## src/include/dram_defines.svh

```systemverilog
`ifndef DRAM_DEFINES_SVH
`define DRAM_DEFINES_SVH

// address geometry
`define DRAM_BG_BITS 2
`define DRAM_BANK_BITS 1
`define DRAM_ROW_BITS 8
`define DRAM_COL_BITS 4
`define DRAM_DATA_BITS 32

// bank group and bank together form the flat bank number
`define DRAM_NUM_BANKS (1 << (`DRAM_BG_BITS + `DRAM_BANK_BITS))

`define DRAM_QUEUE_DEPTH 8

// wait cycles after an accepted command
`define DRAM_PRE_LATENCY 5
`define DRAM_ACT_LATENCY 8
`define DRAM_READ_GAP 4    // between two reads

`endif

```

## src/verilog/dram_geom_pkg.sv

```systemverilog
`include "dram_defines.svh"

package dram_geom_pkg;

    typedef logic [`DRAM_BG_BITS+`DRAM_BANK_BITS-1:0] bank_idx_t;    // {bank group, bank}
    typedef logic [`DRAM_ROW_BITS-1:0] row_t;
    typedef logic [`DRAM_COL_BITS-1:0] col_t;

    // the request address, seen as one word or split into its fields
    typedef union packed {
        logic [`DRAM_BG_BITS+`DRAM_BANK_BITS+`DRAM_ROW_BITS+`DRAM_COL_BITS-1:0] flat;
        struct packed {
            logic [`DRAM_BG_BITS-1:0] bg;      // top bits
            logic [`DRAM_BANK_BITS-1:0] bank;
            row_t row;
            col_t col;                         // bottom bits
        } f;
    } dram_addr_t;

    // flat bank number of an address
    function automatic bank_idx_t bank_of(dram_addr_t addr);
        return {addr.f.bg, addr.f.bank};
    endfunction

endpackage

```

## src/verilog/dram_cmd_pkg.sv

```systemverilog
`include "dram_defines.svh"

package dram_cmd_pkg;

    import dram_geom_pkg::*;

    // command codes toward the controller
    typedef enum logic [1:0] {
        CMD_READ      = 2'd0,
        CMD_WRITE     = 2'd1,
        CMD_ACTIVATE  = 2'd2,
        CMD_PRECHARGE = 2'd3
    } dram_cmd_t;

    // one queued request
    typedef struct packed {
        dram_addr_t addr;
        logic write;                           // 1 for write, 0 for read
        logic [`DRAM_DATA_BITS-1:0] data;      // only used by writes
    } sched_req_t;

endpackage

```

## src/verilog/bank_state_table.sv

```systemverilog
`timescale 1ns/1ns
`include "dram_defines.svh"

module bank_state_table import dram_geom_pkg::*; (
    input  logic clk_in,
    input  logic rst_in,
    input  bank_idx_t head_bank,   // bank the head request targets
    input  logic act_fire,
    input  logic pre_fire,
    input  bank_idx_t fire_bank,
    input  row_t fire_row,
    output logic bank_open,
    output row_t open_row
);
    localparam int NUM_BANKS = `DRAM_NUM_BANKS;

    logic [NUM_BANKS-1:0] open_flag;
    row_t row_reg [NUM_BANKS];

    // open flags, all banks start precharged
    always_ff @(posedge clk_in or posedge rst_in) begin
        if (rst_in) begin
            open_flag <= '0;
        end else if (act_fire) begin
            open_flag[fire_bank] <= 1'b1;
        end else if (pre_fire) begin
            open_flag[fire_bank] <= 1'b0;
        end
    end

    // row register only matters while the flag is set
    always_ff @(posedge clk_in) begin
        if (act_fire) begin
            row_reg[fire_bank] <= fire_row;
        end
    end

    assign bank_open = open_flag[head_bank];
    assign open_row  = row_reg[head_bank];

endmodule

```

## src/verilog/cmd_sequencer.sv

```systemverilog
`timescale 1ns/1ns
`include "dram_defines.svh"

module cmd_sequencer import dram_geom_pkg::*, dram_cmd_pkg::*; (
    input  logic clk_in,
    input  logic rst_in,
    input  logic head_valid,
    input  sched_req_t head_req,
    output logic head_pop,
    input  logic bank_open,
    input  row_t open_row,
    input  logic timer_busy,
    input  logic read_gap_busy,
    output logic act_fire,
    output logic pre_fire,
    output bank_idx_t fire_bank,
    output row_t fire_row,
    output logic start_pre,
    output logic start_act,
    output logic start_read,
    input  logic cmd_ready,
    output logic cmd_valid,
    output dram_cmd_t cmd_code,
    output bank_idx_t cmd_bank,
    output row_t cmd_row,
    output col_t cmd_col,
    output logic [`DRAM_DATA_BITS-1:0] cmd_data
);
    localparam logic [1:0] ST_IDLE   = 2'd0;
    localparam logic [1:0] ST_DECIDE = 2'd1;
    localparam logic [1:0] ST_ISSUE  = 2'd2;
    localparam logic [1:0] ST_WAIT   = 2'd3;   // precharge or activate latency

    logic [1:0] state;
    dram_cmd_t next_code;
    logic row_hit;
    logic can_issue;
    logic xfer;
    logic rw_cmd;

    assign row_hit = bank_open && (open_row == head_req.addr.f.row);

    // command the head request needs next
    always_comb begin
        if (bank_open && !row_hit) begin
            next_code = CMD_PRECHARGE;   // another row is open
        end else if (!bank_open) begin
            next_code = CMD_ACTIVATE;
        end else if (head_req.write) begin
            next_code = CMD_WRITE;
        end else begin
            next_code = CMD_READ;
        end
    end

    assign can_issue = head_valid && !timer_busy &&
                       !((next_code == CMD_READ) && read_gap_busy);

    assign xfer   = cmd_valid && cmd_ready;
    assign rw_cmd = (cmd_code == CMD_READ) || (cmd_code == CMD_WRITE);

    assign head_pop   = xfer && rw_cmd;     // request done once its access goes out
    assign act_fire   = xfer && (cmd_code == CMD_ACTIVATE);
    assign pre_fire   = xfer && (cmd_code == CMD_PRECHARGE);
    assign fire_bank  = cmd_bank;
    assign fire_row   = cmd_row;
    assign start_pre  = pre_fire;
    assign start_act  = act_fire;
    assign start_read = xfer && (cmd_code == CMD_READ);

    always_ff @(posedge clk_in or posedge rst_in) begin
        if (rst_in) begin
            state     <= ST_IDLE;
            cmd_valid <= 1'b0;
        end else begin
            case (state)
                ST_IDLE: begin
                    if (head_valid) begin
                        state <= ST_DECIDE;
                    end
                end
                ST_DECIDE: begin
                    if (can_issue) begin
                        cmd_valid <= 1'b1;
                        state     <= ST_ISSUE;
                    end
                end
                ST_ISSUE: begin
                    if (cmd_ready) begin   // hold everything until accepted
                        cmd_valid <= 1'b0;
                        state     <= rw_cmd ? ST_IDLE : ST_WAIT;
                    end
                end
                ST_WAIT: begin
                    if (!timer_busy) begin
                        state <= ST_DECIDE;
                    end
                end
                default: state <= ST_IDLE;
            endcase
        end
    end

    // command fields, loaded only when a command is chosen
    always_ff @(posedge clk_in) begin
        if ((state == ST_DECIDE) && can_issue) begin
            cmd_code <= next_code;
            cmd_bank <= bank_of(head_req.addr);
            cmd_row  <= head_req.addr.f.row;
            cmd_col  <= head_req.addr.f.col;
            cmd_data <= (next_code == CMD_WRITE) ? head_req.data : '0;
        end
    end

endmodule

```

## src/verilog/dram_scheduler_top.sv

```systemverilog
`timescale 1ns/1ns
`include "dram_defines.svh"

module dram_scheduler_top import dram_geom_pkg::*, dram_cmd_pkg::*; (
    input  logic clk_in,
    input  logic rst_in,
    // request side
    input  logic req_valid,
    input  dram_addr_t req_addr,
    input  logic req_write,
    input  logic [`DRAM_DATA_BITS-1:0] req_data,
    output logic req_ready,
    // command side
    input  logic cmd_ready,
    output logic cmd_valid,
    output dram_cmd_t cmd_code,
    output bank_idx_t cmd_bank,
    output row_t cmd_row,
    output col_t cmd_col,
    output logic [`DRAM_DATA_BITS-1:0] cmd_data
);
    logic head_valid;
    sched_req_t head_req;
    logic head_pop;
    bank_idx_t head_bank;
    logic bank_open;
    row_t open_row;
    logic act_fire;
    logic pre_fire;
    bank_idx_t fire_bank;
    row_t fire_row;
    logic start_pre;
    logic start_act;
    logic start_read;
    logic timer_busy;
    logic read_gap_busy;

    assign head_bank = bank_of(head_req.addr);

    request_queue u_request_queue (
        .clk_in, .rst_in,
        .req_valid, .req_addr, .req_write, .req_data, .req_ready,
        .head_valid, .head_req, .head_pop
    );

    bank_state_table u_bank_state_table (
        .clk_in, .rst_in,
        .head_bank, .act_fire, .pre_fire, .fire_bank, .fire_row,
        .bank_open, .open_row
    );

    timing_counter u_timing_counter (
        .clk_in, .rst_in,
        .start_pre, .start_act, .start_read,
        .timer_busy, .read_gap_busy
    );

    cmd_sequencer u_cmd_sequencer (
        .clk_in, .rst_in,
        .head_valid, .head_req, .head_pop,
        .bank_open, .open_row, .timer_busy, .read_gap_busy,
        .act_fire, .pre_fire, .fire_bank, .fire_row,
        .start_pre, .start_act, .start_read,
        .cmd_ready, .cmd_valid, .cmd_code, .cmd_bank, .cmd_row, .cmd_col, .cmd_data
    );

endmodule

```

## src/verilog/request_queue.sv

```systemverilog
`timescale 1ns/1ns
`include "dram_defines.svh"

module request_queue import dram_geom_pkg::*, dram_cmd_pkg::*; (
    input  logic clk_in,
    input  logic rst_in,
    input  logic req_valid,
    input  dram_addr_t req_addr,
    input  logic req_write,
    input  logic [`DRAM_DATA_BITS-1:0] req_data,
    output logic req_ready,
    output logic head_valid,
    output sched_req_t head_req,
    input  logic head_pop
);
    localparam int DEPTH = `DRAM_QUEUE_DEPTH;
    localparam int PTR_BITS = $clog2(DEPTH);

    sched_req_t mem [DEPTH];
    logic [PTR_BITS-1:0] wr_ptr;
    logic [PTR_BITS-1:0] rd_ptr;
    logic [PTR_BITS:0] count;      // one extra bit so full fits
    logic push;
    logic pop;

    assign req_ready  = (count != (PTR_BITS+1)'(DEPTH));
    assign head_valid = (count != '0);
    assign head_req   = mem[rd_ptr];

    assign push = req_valid && req_ready;
    assign pop  = head_pop && head_valid;

    always_ff @(posedge clk_in) begin
        if (push) begin
            mem[wr_ptr] <= '{addr: req_addr, write: req_write, data: req_data};
        end
    end

    always_ff @(posedge clk_in or posedge rst_in) begin
        if (rst_in) begin
            wr_ptr <= '0;
            rd_ptr <= '0;
            count  <= '0;
        end else begin
            if (push) begin
                wr_ptr <= (wr_ptr == PTR_BITS'(DEPTH-1)) ? '0 : wr_ptr + 1'b1;
            end
            if (pop) begin
                rd_ptr <= (rd_ptr == PTR_BITS'(DEPTH-1)) ? '0 : rd_ptr + 1'b1;
            end
            if (push && !pop) begin
                count <= count + 1'b1;
            end else if (pop && !push) begin
                count <= count - 1'b1;
            end
        end
    end

endmodule

```

## src/verilog/timing_counter.sv

```systemverilog
`timescale 1ns/1ns
`include "dram_defines.svh"

module timing_counter (
    input  logic clk_in,
    input  logic rst_in,
    input  logic start_pre,
    input  logic start_act,
    input  logic start_read,
    output logic timer_busy,
    output logic read_gap_busy
);
    localparam int LAT_MAX = (`DRAM_ACT_LATENCY > `DRAM_PRE_LATENCY) ?
                             `DRAM_ACT_LATENCY : `DRAM_PRE_LATENCY;
    localparam int LAT_BITS = $clog2(LAT_MAX + 1);
    localparam int GAP_BITS = $clog2(`DRAM_READ_GAP + 1);

    logic [LAT_BITS-1:0] lat_cnt;  // precharge / activate wait
    logic [GAP_BITS-1:0] gap_cnt;  // read to read spacing

    always_ff @(posedge clk_in or posedge rst_in) begin
        if (rst_in) begin
            lat_cnt <= '0;
            gap_cnt <= '0;
        end else begin
            if (start_act) begin
                lat_cnt <= LAT_BITS'(`DRAM_ACT_LATENCY);
            end else if (start_pre) begin
                lat_cnt <= LAT_BITS'(`DRAM_PRE_LATENCY);
            end else if (lat_cnt != '0) begin
                lat_cnt <= lat_cnt - 1'b1;
            end

            if (start_read) begin
                gap_cnt <= GAP_BITS'(`DRAM_READ_GAP);
            end else if (gap_cnt != '0) begin
                gap_cnt <= gap_cnt - 1'b1;
            end
        end
    end

    assign timer_busy    = (lat_cnt != '0);
    assign read_gap_busy = (gap_cnt != '0);

endmodule
```

## config.mk

```make
export PLATFORM = sky130hd
export DESIGN_NAME = dram_scheduler_top
export DESIGN_NICKNAME = d
export VERILOG_FILES = /design/src/verilog/dram_geom_pkg.sv /design/src/verilog/dram_cmd_pkg.sv /design/src/verilog/bank_state_table.sv /design/src/verilog/cmd_sequencer.sv /design/src/verilog/dram_scheduler_top.sv /design/src/verilog/request_queue.sv /design/src/verilog/timing_counter.sv
export VERILOG_INCLUDE_DIRS = /design/src /design/src/include
export SDC_FILE = /design/constraint.sdc
export NUM_CORES = 1
export LEC_CHECK = 0
export CAP_MARGIN = 25
export CORE_UTILIZATION = 56
export DETAILED_ROUTE_END_ITERATION = 8
export DONT_BUFFER_PORTS = 1
export PLACE_DENSITY_LB_ADDON = 0.15
export SLEW_MARGIN = 20
export SYNTH_ARGS = -nofsm -noshare
export SYNTH_HDL_FRONTEND = slang
export SYNTH_SLANG_ARGS = --single-unit
```

## constraint.sdc

```tcl
create_clock -name clk_in -period 15.8 [get_ports clk_in]
set_input_delay 0.79 -clock clk_in [delete_from_list [all_inputs] [get_ports clk_in]]
set_output_delay 0.79 -clock clk_in [all_outputs]
set_load 0.02 [all_outputs]
```

# Yosys cells after proc, flatten, opt, wreduce, memory -nomap -nowiden
# Memory sizes are Yosys's and may differ from the RTL's.
# Index checks and enable logic that the tools add are counted.
[classes] magnitude_cmp=3 n_bitwise=3 n_reduce_logical=35 addsub=6 n_mux=31 n_eq_ne=15
[ops] op="$mux 4" n=5
[ops] op="$logic_and 1x1->1" n=16
[ops] op="$mux 8" n=2
[ops] op="$mux 2" n=7
[ops] op="$mux 3" n=4
[ops] op="$mux 1" n=9
[ops] op="$and 8x8->8" n=1
[ops] op="$eq 2x2->1 const B" n=4
[ops] op="$eq 8x8->1" n=1
[ops] op="$lt 3x4->1 const B" n=2
[ops] op="$not 8->8" n=1
[ops] op="$or 8x8->8" n=1
[ops] op="$pmux 2 s4" n=1
[ops] op="$reduce_bool 2->1" n=4
[ops] op="$reduce_bool 4->1" n=2
[ops] op="$sub 4x1->4 const B" n=2
[ops] op="$add 3x1->3 const B" n=2
[ops] op="$eq 2x1->1 const B" n=3
[ops] op="$eq 3x3->1 const B" n=2
[ops] op="$logic_not 2->1" n=3
[ops] op="$reduce_bool 3->1" n=2
[ops] op="$logic_not 1->1" n=5
[ops] op="$add 4x1->4 const B" n=1
[ops] op="$ne 2x1->1 const B" n=2
[ops] op="10 further kinds" n=11
[totals] ram_bits=448 n_memories=2 register_bits=77 out_inout_bits=51 wordCells=108 in_bits=52
[mem_list] name="u_request_queue.mem" depth=8 width=48 rd=1 rd_ports_with_merged_regs=0 wr=1 line="request_queue.sv:19" rtl="sched_req_t mem [DEPTH];"
[mem_list] name="u_bank_state_table.row_reg" depth=8 width=8 rd=1 rd_ports_with_merged_regs=0 wr=1 line="bank_state_table.sv:18" rtl="row_t row_reg [NUM_BANKS];"

# Depth between registers and ports, before layout
# Gate-level depths: netlist of run 1.
# An unclocked memory read counts as a cell.
[logic_depth] word_depth=13 mapped_depth=16 ltp_nobuf=12

# Hierarchy
# Synthesis of run 1 repeated with hierarchy kept, for this count alone.
[hier_totals] hier_cells=954 hier_area_um2=20649.8
[by_module_without_submodules] module="request_queue" n_inst=1 seq_area_each_um2=11781.3 area_each_um2=15056.9 cells_each=619
[by_module_without_submodules] module="bank_state_table" n_inst=1 seq_area_each_um2=2122.0 area_each_um2=2969.1 cells_each=142
[by_module_without_submodules] module="cmd_sequencer" n_inst=1 seq_area_each_um2=1546.5 area_each_um2=2242.2 cells_each=156
[by_module_without_submodules] module="timing_counter" n_inst=1 seq_area_each_um2=175.2 area_each_um2=381.6 cells_each=37

# Worst setup path before layout of run 1
# Ideal clock, no wire load.
[synth_path] kind="in2reg" start="in req_valid" end="mem u_request_queue.mem[0][0] in the netlist's numbering (enable)" cell_stages=2 path_buffers=0 slack_ns=9.740 t_arrival_ns=5.488 t_required_ns=15.228 setup_ns=0.572 cell_sequence="nand2_1 > nor4_1"
[synth_between] elab_chain_len=3
[synth_rtl] element="from (decl)" line="dram_scheduler_top.sv:8" rtl="input logic req_valid,"
[synth_rtl] element="$logic_and 1x1->1" line="request_queue.sv:30" rtl="assign push = req_valid && req_ready;"
[synth_rtl] element="$mux 1" line="request_queue.sv:34" rtl="if (push) begin"
[synth_rtl] element="$mux 1 (implied by the code)" line="request_queue.sv:35" rtl="mem[wr_ptr] <= '{addr: req_addr, write: req_write, data: req_data};"
[synth_rtl] element="to (decl)" line="request_queue.sv:19"
# No other way between the ends.

==> results.md, run 1 <==
- Nets@finish: between 1000 and 1500
- Largest net degree at the start of global routing: 53
- Setup Viol. Count Final: 0
- Cts repair resizes: 0
- Routed WL per cell: 24.9 um
- CP max-delay cell: dfrtp_4
- Design area: 22700 um2
- Crit path largest cell delay: 0.96 ns
- Switching power: 0.00126 W
- Insertion delay of the later-clocked pin in the worst-skew pair: just under 0.6 ns
- Fillers: 2411
- Most common cell after layout, fill and taps aside: edfxtp_1
- WP data arrival: about 5.9 ns
- Clk slew on worst S/H paths: around 0.06 ns
- Initial antenna violation count: 0
- Cells after Synth: around 990
- Htree depth: 2
- DR vias: 9195
- GRT overflow: 0
- TritonRoute pass-1 iters: 7
- Detailed Route WL: about 38 mm
- Max Buffers Root-to-Sink: 3
- Synthesized flop and latch total: 525
- Commonest cells after routing, fill and taps aside: edfxtp_1 (497), mux4_2 (93), mux2i_1 (72), clkbuf_16 (51), nand2_1 (28)
- Achievable frequency: 0.175 GHz
- CP Class: flip-flop to flip-flop
- Max reg flops: 384
- Post-synthesis sequential area ratio: 76.1%
- Setup TNS: 0 ns
- CP required: 16.02 ns
- Post-synth EDFFs: 497
- IR drop worst, VDD: 0.000116 V
- Max_cap viols: 0
- Critical Path Start: u_request_queue.rd_ptr[1]
- Distinct cells, synth: 55
- Synthesis-to-finish area growth: 10.9%
- Fin util: 63.5%
- Crit end category: flip-flop
- Hold Buf Count CTS: 0
- Vias in the first global route: 9470
- DIE HEIGHT: 193 um
- Ys Warns: 0
- # rows: around 70
- Clk pwr share: 27.6%
- Worst-path fanout max: 52
- Initial core utilization: 57.3%
- Inst Count DP: 1433
- Crit share post-route: 36.2%
- Outcome: complete, but fails checks
- Normalized max-slew margin: 31.2%
- Post-CTS setup buffers: 0
- Failing checks: DRC
- Primary FF master, synth: edfxtp_1
- RD Place Congestion: ~0.8
- Critical Path Sink: u_cmd_sequencer.cmd_data[28]
- CTS Sinks: 525
- Hpwl dp: 20.2 mm
- Post-Layout Cell Count: 1524
- Reg power frac: 45.0%
- DRC Markers: 6
- Io pins: about 100
- CTS Buf Count: 51
- Post-route ant nets: 0
- Die Wd: 193 um
- Diode count: 0
- R2R Setup Slk: slightly above 10 ns
- R2R depth: 13
- DR iter-0 viols: 656
- Vias/cell: 6.03
- DP Area: 21100 um2
- Switching share of power: between 20% and 30%
- Leakage: 7.42 nW
- Crit start category: flip-flop
- Overall Global Routing Usage: 20.9%
- Power per Cell Area: 186 nW/um2
- P_int: around 0.0030 W
- Root Buffer: clkbuf_16
- Hold crit path type: input port to asynchronous set/reset pin
- Synth Net Count: roughly 1100
- Reg-to-reg critical path endpoint: u_cmd_sequencer.cmd_data[28]
- Syn_area_per_cell: 20.7 um2
- Die area: roughly 37000 um2
- R2r startpoint: u_request_queue.rd_ptr[1]
- Tmin final: 5.72 ns
- First-pass GRT wire length: 58.1 mm
- CP Cell Sequence: buf_4 -> mux4_2 -> mux2i_4 -> inv_2 -> a21oi_2 -> a22oi_1 -> and3_1 -> nor4_1 -> nand4_1 -> nor4_1 -> nor2_1 -> and2_2 -> buf_4
- Worst Tran Pin Value: between 1 and 1.5 ns
- Async SR Flop Fraction: around 5.3%
- Final Hold Vio Count: 0
- Combinational power share: 27.5%
- Mapped cell area: 20500 um2
- Share of cells above drive strength 1: 23.8%
- RSZ-0062 raised after global routing: false
- Final clock skew: between 0.01 and 0.015 ns
- Core area: 35800 um2
- CTS tree: yes
- IO Port Bufs: 0
- Slew Viols, Final: 0
-- Yosys cell counts (all sizes together) (2+ instances only) --
cell type | count | area share [%]
edfxtp | 497 | 73
mux4 | 93 | 10
mux2i | 73 | 3.6
nor2 | 55 | 2.0
dfrtp | 28 | 3.4
nand2 | 28 | 0.51
buf | 24 | 0.89
inv | 21 | 0.38
mux2 | 20 | 1.1
o21ai | 18 | 0.44
nor3 | 16 | 0.45
a22oi | 15 | 0.55
ha | 15 | 0.91
clkbuf | 13 | 0.24
xnor2 | 10 | 0.43
a21oi | 9 | 0.24
nand2b | 9 | 0.27
and3 | 4 | 0.12
nor4 | 4 | 0.12
or3 | 4 | 0.15
nand3 | 3 | 0.073
a211o | 2 | 0.085
a211oi | 2 | 0.073
a21o | 2 | 0.073
a22o | 2 | 0.085
nor2b | 2 | 0.061
or2 | 2 | 0.061
or4 | 2 | 0.091
xor2 | 2 | 0.085
-- critical path, delay by kind of cell, from the launching register on --
| kind | cells | cell delay (ns) |
|---|---|---|
| and+or+nand+nor | 6 | 1.80 |
| buffers and inverters | 3 | 1.22 |
| DFF | 1 | 0.96 |
| muxes | 2 | 0.84 |
| AOI/OAI and AO/OA | 2 | 0.49 |
-- cell families after synthesis --
kind of cell             Yosys count  synth area share, %
XOR/XNOR                          12                0.512
buffers and inverters             58                 1.51
flip-flops                       525                 76.1
multiplexers                     186                 14.9
AND/OR/NAND/NOR                  132                 3.96
adder cells (fa/ha/maj)           16                 1.01
AO/OA/AOI/OAI                     60                 1.93
-- per-stage QoR --
stage / setup WS (ns) / power, W / hold slack, ns
global route: 9.75 / 0.00444 / 0.211
global placement: 10.23 / 0.00308 / 0.488
finish: 10.08 / 0.00424 / 0.177
CTS: 10.04 / 0.00427 / 0.155
floorplan: 9.74 / 0.00281 / 0.464
detailed placement: 10.06 / 0.00310 / 0.488
-- layout make-up --
cell class	instances	area, um2	area share [%]
Tap cell	461	577	2.54
Clock inverter	25	268	1.18
Timing Repair Buffer	22	225	0.990
Multi-Input combinational cell	406	4640	20.4
Clock buffer	64	1330	5.82
Inverter	21	78.8	0.347
Sequential cell	525	15600	68.7
-- power by group through the flow --
stage | Combinational, W | Sequential (W) | Clock (W)
2_1_floorplan | 0.000941 | 0.00187 | 0
3_3_place_gp | 0.00112 | 0.00195 | 0
3_5_place_dp | 0.00114 | 0.00196 | 0
4_1_cts | 0.00114 | 0.00193 | 0.00120
5_1_grt | 0.00126 | 0.00193 | 0.00124
6_report | 0.00116 | 0.00191 | 0.00117
-- layer usage --
metal | GRT usage, % | share of wire [%]
met1 | 28.4 | 42
met2 | 34.1 | 49
met3 | 4.78 | 6.5
met4 | 6.10 | 1.9
met5 | 1.15 | 0
-- worst min-delay path by stage --
stage                              from                          to  slack, ns
3_3_place_gp                  flip-flop                   flip-flop       0.49
5_1_grt                          rst_in  asynchronous set/reset pin       0.21
3_5_place_dp   u_request_queue.count[3]    u_request_queue.count[3]       0.49
4_1_cts                          rst_in  asynchronous set/reset pin       0.16
2_1_floorplan  u_request_queue.count[3]    u_request_queue.count[3]       0.46
6_report                         rst_in  asynchronous set/reset pin       0.18
No activity file was read; power rests on OpenSTA's default activity.
==> inputs of run 2 (changes only) <==
==> constraint.sdc (replaced) <==
create_clock -name clk_in -period 5.99 [get_ports clk_in]
set_input_delay 0.2995 -clock clk_in [delete_from_list [all_inputs] [get_ports clk_in]]
set_output_delay 0.2995 -clock clk_in [all_outputs]
set_load 0.02 [all_outputs]
==> results.md, run 2 (same netlist as run 1, synthesis figures left out) <==
- Setup Viol. Count Final: 0
- Crit start category: flip-flop
- DR vias: 9270
- Post-Layout Cell Count: 1582
- Clk slew on worst S/H paths: 0.06 ns
- Vias/cell: roughly 5.9
- Slew Viols, Final: 0
- RSZ-0062 raised after global routing: false
- Setup TNS: 0 ns
- Die Wd: 193 um
- CTS tree: yes
- Final Hold Vio Count: 0
- Tmin final: 4.85 ns
- R2R Setup Slk: 1.14 ns
- Insertion delay of the later-clocked pin in the worst-skew pair: 0.59 ns
- Reg power frac: 44.9%
- DP Area: 21200 um2
- Worst-path fanout max: 49
- IO Port Bufs: 0
- Nets@finish: between 1000 and 1500
- Share of cells above drive strength 1: about 23%
- Achievable frequency: 0.206 GHz
- Vias in the first global route: around 10000
- DR iter-0 viols: 622
- Htree depth: 2
- DIE HEIGHT: 193 um
- Hold crit path type: input port to flip-flop
- Failing checks: DRC
- P_int: 0.00781 W
- Initial core utilization: 57.3%
- Design area: 23300 um2
- Final clock skew: approximately 0.018 ns
- Largest net degree at the start of global routing: just over 60
- Clk pwr share: 27.4%
- CP Class: flip-flop to flip-flop
- Initial antenna violation count: 1
- Post-CTS setup buffers: 0
- Commonest cells after routing, fill and taps aside: edfxtp_1 (497), mux4_2 (93), mux2i_1 (72), clkbuf_16 (52), dlygate4sd3_1 (50)
- CTS Buf Count: 52
- TritonRoute pass-1 iters: 7
- Detailed Route WL: 37.8 mm
- Crit share post-route: 81.0%
- Io pins: 103
- Crit end category: flip-flop
- Routed WL per cell: 23.9 um
- Die area: 37400 um2
- CP required: 6.22 ns
- Leakage: 7.65 nW
- DRC Markers: 1
- WP data arrival: ~5 ns
- Max_cap viols: 0
- RD Place Congestion: around 0.8
- Hpwl dp: approximately 21 mm
- Inst Count DP: between 1000 and 1500
- Outcome: complete, but fails checks
- Combinational power share: 27.6%
- Switching power: 0.00333 W
- CTS Sinks: ~530
- Overall Global Routing Usage: 21.0%
- Power per Cell Area: 478 nW/um2
- Post-route ant nets: 0
- Core area: 35800 um2
- Max reg flops: 384
- Most common cell after layout, fill and taps aside: edfxtp_1
- # rows: 69
- Root Buffer: clkbuf_16
- Normalized max-slew margin: 39.2%
- Switching share of power: around 30%
- First-pass GRT wire length: 58.6 mm
- Max Buffers Root-to-Sink: 3
- IR drop worst, VDD: around 0.00029 V
- Synthesis-to-finish area growth: 13.5%
- Worst Tran Pin Value: 0.908 ns
- GRT overflow: 0
==> run 2: critical path, stage by stage (launching register included) <==
cell and delay [ns]:
dfrtp_4 0.79, mux4_2 0.95, buf_4 0.32, mux2i_1 0.12, a22oi_1 0.19, nand2_1 0.09
xnor2_1 0.13, or4_4 0.51, nor4_1 0.61, nor2_1 0.12, and2_2 0.22, buf_4 0.36
==> run 2: through the flow <==
stage	utilization, %	worst slack (ns)	hold WS (ns)	power [W]
2_1_floorplan	-	1.09	0.365	0.00742
3_3_place_gp	58.9	1.15	0.317	0.00808
3_5_place_dp	59.1	0.993	0.314	0.00814
4_1_cts	64.9	0.968	0.212	0.0113
5_1_grt	65.0	0.692	0.255	0.0117
6_report	65.0	1.14	0.231	0.0111
==> run 2: per-layer routing <==
metal  vias up  part of all wire, %  track usage (%)
met3        41                  5.1             4.31
met2       180                   50             34.5
met1      4849                   43             28.7
li1       4200                    -                -
met5         -                    0                0
met4         0                  1.7             6.22
==> run 2: power by group through the flow <==
stage / combinational (W) / sequential [W] / clock (W)
global placement: 0.00301 / 0.00507 / 0
detailed placement: 0.00305 / 0.00509 / 0
CTS: 0.00311 / 0.00502 / 0.00312
finish: 0.00308 / 0.00501 / 0.00306
global route: 0.00335 / 0.00507 / 0.00326
floorplan: 0.00248 / 0.00494 / 0
==> run 2: what timing repair did <==
| item | CTS | global route |
|---|---|---|
| endpoints found under the hold margin | 416 | 0 |
| endpoints found under the setup margin | 0 | 0 |
| hold buffers | 50 | 0 |
| resized for setup | 0 | 0 |
==> run 2: layout make-up <==
| type | instances | area [um2] |
|---|---|---|
| Fill cell | 2383 | 12500 |
| Sequential cell | 525 | 15600 |
| Inverter | 21 | 78.8 |
| Timing Repair Buffer | 76 | 748 |
| Clock buffer | 63 | 1370 |
| Tap cell | 461 | 577 |
| Clock inverter | 29 | 234 |
| Antenna cell | 1 | 2.50 |
| Multi-Input combinational cell | 406 | 4650 |
==> run 2: worst paths after layout <==
check / start / to / depth (start not counted)
max: u_request_queue.rd_ptr[2] / u_cmd_sequencer.cmd_data[23] / 11
min: req_valid / u_request_queue.wr_ptr[0] / 2
max reg2reg: u_request_queue.rd_ptr[2] / u_cmd_sequencer.cmd_data[23] / 11
min reg2reg: u_request_queue.count[3] / u_request_queue.count[3] / 1
max in group asynchronous: rst_in / u_request_queue.rd_ptr[2] / 3
min in group asynchronous: rst_in / u_request_queue.rd_ptr[1] / 3
